==> config.mk <==
export PLATFORM = sky130hd
export DESIGN_NAME = periph_top
export DESIGN_NICKNAME = d
export VERILOG_FILES = /design/src/design/soc_pkg.sv /design/src/design/apb_if.sv /design/src/design/periph_top.sv /design/src/design/uart_tx_apb.sv /design/src/design/gpio_apb.sv /design/src/design/apb_slave_mux.sv
export SDC_FILE = /design/constraint.sdc
export NUM_CORES = 1
export LEC_CHECK = 0
export ABC_AREA = 1
export BUFFER_PORTS_ARGS = -buffer_cell sky130_fd_sc_hd__buf_2
export CORE_ASPECT_RATIO = 1.2
export CORE_MARGIN = 8
export CORE_UTILIZATION = 36
export CTS_CLUSTER_DIAMETER = 50
export DETAILED_ROUTE_END_ITERATION = 10
export REMOVE_ABC_BUFFERS = 1
export SLEW_MARGIN = 20
export SYNTH_ARGS = -nofsm -noshare
export SYNTH_HDL_FRONTEND = slang
export SYNTH_SLANG_ARGS = --single-unit
==> constraint.sdc <==
create_clock -name clk -period 1.9 [get_ports clk]
set_clock_uncertainty 0.2 [all_clocks]
set_input_delay 0.38 -clock clk [delete_from_list [all_inputs] [get_ports clk]]
set_output_delay 0.38 -clock clk [all_outputs]
set_load 0.02 [all_outputs]
==> src/design/soc_pkg.sv <==
`default_nettype none

package soc_pkg;

  // apb bus widths
  localparam int ADDR_W = 16;
  localparam int DATA_W = 32;
  localparam int STRB_W = 4;

  typedef logic [ADDR_W-1:0] addr_t;
  typedef logic [DATA_W-1:0] data_t;
  typedef logic [STRB_W-1:0] strb_t;

  // region field, paddr[15:12]
  localparam logic [3:0] REGION_GPIO = 4'h0;
  localparam logic [3:0] REGION_UART = 4'h1;

  // gpio register offsets
  localparam logic [4:0] GPIO_DATA_OUT   = 5'h00;
  localparam logic [4:0] GPIO_OUT_EN     = 5'h04;
  localparam logic [4:0] GPIO_DATA_IN    = 5'h08;
  localparam logic [4:0] GPIO_IRQ_EN     = 5'h0C;
  localparam logic [4:0] GPIO_IRQ_STATUS = 5'h10;

  // uart register offsets
  localparam logic [4:0] UART_TXDATA = 5'h00;
  localparam logic [4:0] UART_STATUS = 5'h04;

  // uart status bits
  localparam int UART_BUSY_BIT = 0;
  localparam int UART_DONE_BIT = 1;

endpackage

`default_nettype wire
==> src/design/apb_if.sv <==
`timescale 1ns/100ps
`default_nettype none

interface apb_if;
  import soc_pkg::*;

  logic  psel;
  logic  penable;
  logic  pwrite;
  addr_t paddr;
  data_t pwdata;
  strb_t pstrb;
  data_t prdata;
  logic  pready;
  logic  pslverr;

  // multiplexer side
  modport requester (
    output psel, penable, pwrite, paddr, pwdata, pstrb,
    input  prdata, pready, pslverr
  );

  // peripheral side
  modport completer (
    input  psel, penable, pwrite, paddr, pwdata, pstrb,
    output prdata, pready, pslverr
  );

endinterface

`default_nettype wire

==> src/design/periph_top.sv <==
`timescale 1ns/100ps
`default_nettype none

module periph_top #(
  parameter int GPIO_W   = 8,
  parameter int BAUD_DIV = 4
) (
  input  logic              clk,
  input  logic              rst_n,
  // apb requester
  input  logic              psel_i,
  input  logic              penable_i,
  input  logic              pwrite_i,
  input  soc_pkg::addr_t    paddr_i,
  input  soc_pkg::data_t    pwdata_i,
  input  soc_pkg::strb_t    pstrb_i,
  output soc_pkg::data_t    prdata_o,
  output logic              pready_o,
  output logic              pslverr_o,
  // pads
  input  logic [GPIO_W-1:0] gpio_i,
  output logic [GPIO_W-1:0] gpio_o,
  output logic [GPIO_W-1:0] gpio_oe,
  output logic              uart_tx_o,
  output logic              irq_o
);

  apb_if gpio_bus ();
  apb_if uart_bus ();

  // uart done feeds the spare gpio input
  logic uart_done;

  apb_slave_mux apb_slave_mux_inst (
    .psel_i    (psel_i),
    .penable_i (penable_i),
    .pwrite_i  (pwrite_i),
    .paddr_i   (paddr_i),
    .pwdata_i  (pwdata_i),
    .pstrb_i   (pstrb_i),
    .prdata_o  (prdata_o),
    .pready_o  (pready_o),
    .pslverr_o (pslverr_o),
    .gpio_bus  (gpio_bus.requester),
    .uart_bus  (uart_bus.requester)
  );

  gpio_apb #(
    .GPIO_W (GPIO_W)
  ) gpio_apb_inst (
    .clk         (clk),
    .rst_n       (rst_n),
    .bus         (gpio_bus.completer),
    .gpio_i      (gpio_i),
    .gpio_o      (gpio_o),
    .gpio_oe     (gpio_oe),
    .uart_done_i (uart_done),
    .irq_o       (irq_o)
  );

  uart_tx_apb #(
    .BAUD_DIV (BAUD_DIV)
  ) uart_tx_apb_inst (
    .clk         (clk),
    .rst_n       (rst_n),
    .bus         (uart_bus.completer),
    .uart_tx_o   (uart_tx_o),
    .uart_done_o (uart_done)
  );

endmodule

`default_nettype wire

==> src/design/uart_tx_apb.sv <==
`timescale 1ns/100ps
`default_nettype none

module uart_tx_apb #(
  parameter int BAUD_DIV = 4
) (
  input  logic     clk,
  input  logic     rst_n,
  apb_if.completer bus,
  output logic     uart_tx_o,
  output logic     uart_done_o
);
  import soc_pkg::*;

  localparam int CNT_W = (BAUD_DIV > 1) ? $clog2(BAUD_DIV) : 1;

  // stop, data lsb first, start
  logic [9:0]       shift_q;
  logic [CNT_W-1:0] baud_cnt_q;
  logic [3:0]       bit_cnt_q;
  logic             busy_q;
  logic             done_q;
  logic             wr_en;
  logic [4:0]       offset;
  logic             tx_start;
  logic             done_clr;
  logic             baud_tick;
  logic             frame_end;

  assign offset    = bus.paddr[4:0];
  assign wr_en     = bus.psel & bus.penable & bus.pwrite;
  assign tx_start  = wr_en & (offset == UART_TXDATA) & bus.pstrb[0] & ~busy_q;
  assign done_clr  = wr_en & (offset == UART_STATUS) & bus.pstrb[0]
                     & bus.pwdata[UART_DONE_BIT];
  assign baud_tick = (baud_cnt_q == CNT_W'(BAUD_DIV - 1));
  assign frame_end = busy_q & baud_tick & (bit_cnt_q == 4'd9);

  always_ff @(posedge clk) begin
    if (!rst_n) begin
      shift_q    <= '1;
      baud_cnt_q <= '0;
      bit_cnt_q  <= '0;
      busy_q     <= 1'b0;
    end else if (tx_start) begin
      shift_q    <= {1'b1, bus.pwdata[7:0], 1'b0};
      baud_cnt_q <= '0;
      bit_cnt_q  <= '0;
      busy_q     <= 1'b1;
    end else if (busy_q) begin
      if (baud_tick) begin
        baud_cnt_q <= '0;
        if (frame_end) begin
          // stop bit stays on the line
          busy_q <= 1'b0;
        end else begin
          bit_cnt_q <= bit_cnt_q + 4'd1;
          shift_q   <= {1'b1, shift_q[9:1]};
        end
      end else begin
        baud_cnt_q <= baud_cnt_q + CNT_W'(1);
      end
    end
  end

  // sticky done, cleared from status
  always_ff @(posedge clk) begin
    if (!rst_n) begin
      done_q <= 1'b0;
    end else if (frame_end) begin
      done_q <= 1'b1;
    end else if (done_clr) begin
      done_q <= 1'b0;
    end
  end

  always_comb begin
    bus.prdata = '0;
    if (offset == UART_STATUS) begin
      bus.prdata[UART_BUSY_BIT] = busy_q;
      bus.prdata[UART_DONE_BIT] = done_q;
    end
  end

  assign bus.pready  = 1'b1;
  // byte dropped when the transmitter is busy
  assign bus.pslverr = wr_en & (offset == UART_TXDATA) & busy_q;

  assign uart_tx_o   = shift_q[0];
  assign uart_done_o = done_q;

  // idle line is mark
  assert property (@(posedge clk) disable iff (!rst_n) !busy_q |-> uart_tx_o)
    else $error("uart_tx_apb: line low while idle");

endmodule

`default_nettype wire

==> src/design/gpio_apb.sv <==
`timescale 1ns/100ps
`default_nettype none

module gpio_apb #(
  parameter int GPIO_W = 8
) (
  input  logic              clk,
  input  logic              rst_n,
  apb_if.completer          bus,
  input  logic [GPIO_W-1:0] gpio_i,
  output logic [GPIO_W-1:0] gpio_o,
  output logic [GPIO_W-1:0] gpio_oe,
  input  logic              uart_done_i,
  output logic              irq_o
);
  import soc_pkg::*;

  // pins plus the uart done level on the top bit
  localparam int IN_W = GPIO_W + 1;

  logic [GPIO_W-1:0] data_out_q;
  logic [GPIO_W-1:0] out_en_q;
  logic [IN_W-1:0]   irq_en_q;
  logic [IN_W-1:0]   status_q;
  logic [IN_W-1:0]   sync1_q;
  logic [IN_W-1:0]   sync2_q;
  logic [IN_W-1:0]   sync_prev_q;
  logic [IN_W-1:0]   rise;
  logic [IN_W-1:0]   clr_mask;
  logic              wr_en;
  logic [4:0]        offset;
  data_t             merged_out;
  data_t             merged_oe;
  data_t             merged_ie;
  data_t             merged_clr;

  // byte lanes with a strobe take the new data
  function automatic data_t strb_merge(data_t old_val, data_t new_val, strb_t strb);
    data_t res;
    res = old_val;
    for (int i = 0; i < STRB_W; i++) begin
      if (strb[i]) begin
        res[8*i +: 8] = new_val[8*i +: 8];
      end
    end
    return res;
  endfunction

  assign offset = bus.paddr[4:0];
  assign wr_en  = bus.psel & bus.penable & bus.pwrite;

  assign merged_out = strb_merge(data_t'(data_out_q), bus.pwdata, bus.pstrb);
  assign merged_oe  = strb_merge(data_t'(out_en_q), bus.pwdata, bus.pstrb);
  assign merged_ie  = strb_merge(data_t'(irq_en_q), bus.pwdata, bus.pstrb);
  assign merged_clr = strb_merge('0, bus.pwdata, bus.pstrb);

  // write one to clear
  assign clr_mask = (wr_en && offset == GPIO_IRQ_STATUS) ? merged_clr[IN_W-1:0] : '0;

  // rising edge after the synchronizer
  assign rise = sync2_q & ~sync_prev_q;

  always_ff @(posedge clk) begin
    if (!rst_n) begin
      data_out_q  <= '0;
      out_en_q    <= '0;
      irq_en_q    <= '0;
      status_q    <= '0;
      sync1_q     <= '0;
      sync2_q     <= '0;
      sync_prev_q <= '0;
    end else begin
      sync1_q     <= {uart_done_i, gpio_i};
      sync2_q     <= sync1_q;
      sync_prev_q <= sync2_q;
      // a new edge wins over a clear in the same cycle
      status_q    <= (status_q & ~clr_mask) | rise;
      if (wr_en) begin
        case (offset)
          GPIO_DATA_OUT: data_out_q <= merged_out[GPIO_W-1:0];
          GPIO_OUT_EN:   out_en_q   <= merged_oe[GPIO_W-1:0];
          GPIO_IRQ_EN:   irq_en_q   <= merged_ie[IN_W-1:0];
          default: ;
        endcase
      end
    end
  end

  // read data, unknown offsets read zero
  always_comb begin
    bus.prdata = '0;
    case (offset)
      GPIO_DATA_OUT:   bus.prdata[GPIO_W-1:0] = data_out_q;
      GPIO_OUT_EN:     bus.prdata[GPIO_W-1:0] = out_en_q;
      GPIO_DATA_IN:    bus.prdata[IN_W-1:0]   = sync2_q;
      GPIO_IRQ_EN:     bus.prdata[IN_W-1:0]   = irq_en_q;
      GPIO_IRQ_STATUS: bus.prdata[IN_W-1:0]   = status_q;
      default: ;
    endcase
  end

  assign bus.pready  = 1'b1;
  assign bus.pslverr = 1'b0;

  assign gpio_o  = data_out_q;
  assign gpio_oe = out_en_q;
  assign irq_o   = |(status_q & irq_en_q);

  // the multiplexer gates penable with the select
  assert property (@(posedge clk) disable iff (!rst_n) bus.penable |-> bus.psel)
    else $error("gpio_apb: penable without psel");

endmodule

`default_nettype wire

==> src/design/apb_slave_mux.sv <==
`timescale 1ns/100ps
`default_nettype none

module apb_slave_mux (
  input  logic            psel_i,
  input  logic            penable_i,
  input  logic            pwrite_i,
  input  soc_pkg::addr_t  paddr_i,
  input  soc_pkg::data_t  pwdata_i,
  input  soc_pkg::strb_t  pstrb_i,
  output soc_pkg::data_t  prdata_o,
  output logic            pready_o,
  output logic            pslverr_o,
  apb_if.requester        gpio_bus,
  apb_if.requester        uart_bus
);
  import soc_pkg::*;

  logic [3:0] region;
  logic       gpio_hit;
  logic       uart_hit;

  assign region   = paddr_i[ADDR_W-1 -: 4];
  assign gpio_hit = (region == REGION_GPIO);
  assign uart_hit = (region == REGION_UART);

  // only the addressed completer sees psel
  // penable follows it so an idle completer never sees an access phase
  assign gpio_bus.psel    = psel_i & gpio_hit;
  assign gpio_bus.penable = penable_i & gpio_hit;
  assign gpio_bus.pwrite  = pwrite_i;
  assign gpio_bus.paddr   = paddr_i;
  assign gpio_bus.pwdata  = pwdata_i;
  assign gpio_bus.pstrb   = pstrb_i;

  assign uart_bus.psel    = psel_i & uart_hit;
  assign uart_bus.penable = penable_i & uart_hit;
  assign uart_bus.pwrite  = pwrite_i;
  assign uart_bus.paddr   = paddr_i;
  assign uart_bus.pwdata  = pwdata_i;
  assign uart_bus.pstrb   = pstrb_i;

  // response from the addressed completer
  always_comb begin
    if (gpio_hit) begin
      prdata_o  = gpio_bus.prdata;
      pready_o  = gpio_bus.pready;
      pslverr_o = gpio_bus.pslverr;
    end else if (uart_hit) begin
      prdata_o  = uart_bus.prdata;
      pready_o  = uart_bus.pready;
      pslverr_o = uart_bus.pslverr;
    end else begin
      // unmapped region, error on the access phase
      prdata_o  = '0;
      pready_o  = 1'b1;
      pslverr_o = psel_i & penable_i;
    end
  end

endmodule

`default_nettype wire

==> flow_results.org <==
** Status
- The flow ran to the end, but the final reports show violations.
- Failing checks :: setup timing

** Global route
- For this run the aggregate overflow at the end of global routing stands at 0.
- Largest net degree at the start of global routing :: 51
- Global-route usage over all layers :: 0.1482
- The first global-routing pass estimated 16490 um of wire.
- The number of antenna violations at the first check in global routing came to 0.
- The number of global-route vias before repair is 3539.

** Setup path
- The worst setup path is launched from a primary input.
- Startpoint of the worst-slack reg-to-reg timing path :: uart_tx_apb_inst.bit_cnt_q[1]$_SDFFE_PP0P_
- The worst setup path is captured at an output pin.
- For flop-to-flop paths, the worst setup slack is 340 ps.
- Type of the worst setup path :: primary input to output pin
- In this run the critical register-to-register path is captured at uart_tx_apb_inst.bit_cnt_q[1]$_SDFFE_PP0P_.
- Data on the critical path is required at its endpoint by 1320 ps.
- The number of cells on the worst reg-to-reg path is 6.
- In this run the worst path has a maximum fanout of 5.
- STA puts the critical path data arrival time at 1440 ps.

** Place
- Count of port buffers added during placement :: 60
- DP Worst Slack :: -243.8 ps
- GPL Wtd Cong :: 0.8041
- HPWL after detailed placement :: 7115 um
- Counting tap cells, the placed design contains a total of 754 instances.

** Timing
- The final-report max-slew violation count came to 0.
- Setup violations remaining at the end of the flow were counted as 10.
- Unrepaired setup endpoints after global routing :: yes
- Period Utilization, post-route :: 1.064
- The number of hold-slack violations in the final timing report was 0.
- Fin crit period :: 2021 ps
- Across all setup checks in the final design, the least slack found is -121.1 ps.
- Static timing analysis puts the maximum clock frequency at 494.8 MHz.

** Synthesis
- Post-synth top cells :: 151 x nand2_1, 78 x dfxtp_1, 71 x nand3_1
- Synthesis handed over a netlist of 551 instances.
- Flip-flop and latch count after synthesis :: 78
- The synthesized netlist occupies a cell area of 3826 sq um.
- The share of synthesized area in the top cell type comes to 0.4081.
- Counting flops with a built-in enable in the synthesized netlist gives 0.
- Primary FF master, synth :: dfxtp_1
- Of the synthesized area, sequential elements account for 0.4081.
- The synthesized netlist contains 32 unique library cells.
- Cell accounting for the most synthesized area :: dfxtp_1
- Library cell with the highest instance count after synthesis :: nand2_1
- Sorting the synthesized cells by area gives the leading types as dfxtp_1 41%, nand2_1 15%, nand3_1 9.3%.
- For this run, the number of Yosys warnings is 0.
- Dividing the synthesized area by the synthesized cell count gives 6.944 sq um.
- Share of synthesized flip-flops with an asynchronous set or reset :: 0

** Routing
- For this block, the routed nets add up to 10430 um of wire.
- The final route contains 3666 vias.
- Number of remaining DRC errors :: 0
- Once detail routing completed, the nets flagged for antenna violations numbered 0.
- WL per Instance :: 13.25 um
- The first TritonRoute pass finished after 4 iterations.
- After detailed routing, the number of vias per cell comes to 4.658.
- DRC marker count from the first detailed-route iteration :: 229

** Clock tree
- For this design, the sink count on the clock tree is 78.
- CTS placed an instance of clkbuf_16 at the clock tree root.
- Maximum level of the CTS H-tree :: 3
- Clock transition at the register clock pins on the worst setup and hold paths after CTS :: 60 ps
- The longest clock path from root to sink contains 2 buffers.
- Worst skew pair latency :: 330 ps
- CTS tree :: built
- Number of hold buffers added after CTS :: 0
- TritonCTS created 9 clock buffers.

** Floorplan
- The die covers 14200 sq um.
- # IOs :: 117
- For this configuration, the core starts out at a cell density of 0.3674.
- The die is 110.1 um wide.
- In this run the core area contains 41 standard-cell rows.
- Core Region :: 10410 sq um
- The floorplan step set the die height to 128.9 um.

** Cells and area
- Compared with the post-synthesis result, the final layout area differs by 34.37%.
- The repair_antennas step left the layout with diodes totalling 0.
- Number of nets in the layout :: 721
- Of the cells placed in the final design, the portion with a size suffix greater than 1 is 0.3131.
- Filler-free cell count of the finished design :: 787

** Flow run
- Max cap viols :: 0

** Power and ir drop
- Reported leakage power :: 2.781 nW
- Power per standard cell area :: 748.6 nW/um^2
- The worst-case IR drop observed on VDD is 473.7 uV.

** Min path
- The worst hold path was traced through 3 stages.
- Worst hold start :: gpio_i[6]
- The worst hold path belongs to the class primary input to flop.
- For hold timing, the worst endpoint is gpio_apb_inst.sync1_q[6]$_SDFF_PN0_.
-- stage by stage --
step | setup TNS [ps] | power (mW) | instance area [sq um] | hold WS [ps] | util
floorplan | -1172 | 1.829 | 3593 | 190.0 | -
global placement | -2741 | 1.955 | 4390 | 193.3 | 0.4216
detailed placement | -3267 | 1.959 | 4390 | 196.1 | 0.4216
CTS | -1272 | 3.872 | 5017 | 12.90 | 0.4818
global route | -1748 | 3.998 | 5141 | 20.73 | 0.4937
finish | -918.8 | 3.849 | 5141 | 25.19 | 0.4937
-- final cells by class --
cell class | count | area (sq um)
inverters | 66 | 255.2
flip-flops and latches | 78 | 1570
clock buffers | 11 | 252.7
fillers | 1045 | 5273
well taps | 129 | 161.4
multi-input cells | 384 | 1964
repair buffers | 114 | 855.8
clock inverters | 5 | 81.33
-- per-layer routing --
metal	vias up	global-route usage	wire length (um)
li1	1869	-	-
met1	1663	0.1763	4341
met2	123	0.2413	4952
met3	11	0.03952	995
met4	0	0.06913	138
met5	-	0	0
-- sequential cells by signal, indices dropped and copies added, names as in the netlist --
| register | count |
|---|---|
| gpio_apb_inst.sync2_q | 9 |
| gpio_apb_inst.sync1_q | 9 |
| gpio_apb_inst.gpio_oe | 8 |
| uart_tx_apb_inst.busy_q | 1 |
| gpio_apb_inst.gpio_o | 8 |
| uart_tx_apb_inst.bit_cnt_q | 4 |
| uart_tx_apb_inst.baud_cnt_q | 2 |
| gpio_apb_inst.sync_prev_q | 9 |
| gpio_apb_inst.status_q | 9 |
| uart_tx_apb_inst.uart_done_o | 1 |
| uart_tx_apb_inst.shift_q | 9 |
| gpio_apb_inst.irq_en_q | 9 |
-- kinds of logic after synthesis --
logic type	share of synthesized area
flops	0.4081
other cells	0.001963
simple gates	0.3976
compound gates	0.03303
fa+ha+maj	0.009811
buf+inv	0.1472
xor+xnor	0.002289
-- cells in the final DEF, fill, tap and decap left out, drive strengths merged --
master	n
a21oi	8
a221oi	2
and2	1
buf	113
bufbuf	1
bufinv	2
clkbuf	11
clkinv	2
clkinvlp	1
conb	24
dfxtp	78
ha	3
inv	66
nand2	156
nand3	74
nand4	15
nor2	77
nor3	2
o211ai	1
o21ai	8
o21bai	2
o22ai	1
or2	9
xnor2	1
-- critical path, cell delays in order --
cell and delay, ps:
buf_8 100, nor2_8 150, buf_4 150, buf_4 100
buf_4 100, nand4_1 90, nand3_1 90, o21bai_1 70
nand2_1 70, buf_6 120
-- worst max-delay path by stage --
| stage | cells past startpoint | startpoint | endpoint |
|---|---|---|---|
| 2_1_floorplan | 5 | paddr_i[15] | pslverr_o |
| 5_1_grt | 10 | paddr_i[1] | prdata_o[1] |
| 3_3_place_gp | 10 | paddr_i[1] | prdata_o[6] |
| 6_report | 10 | paddr_i[1] | prdata_o[1] |
| 3_5_place_dp | 10 | paddr_i[1] | prdata_o[6] |
| 4_1_cts | 10 | paddr_i[0] | prdata_o[6] |
-- where the power goes --
part / leakage, nW / internal [mW] / switching, mW
combinational: 1.98 / 0.105 / 0.180
clock: 0.162 / 1.22 / 0.659
sequential: 0.636 / 1.67 / 0.0174
total: 2.78 / 2.99 / 0.857
-- repair_timing --
item,in CTS,in global routing
endpoints found under the setup margin,11,17
resized for setup,56,31
cloned,1,1
setup buffers,11,4
pin swaps,23,20
Power figures use the tool's default switching activity.
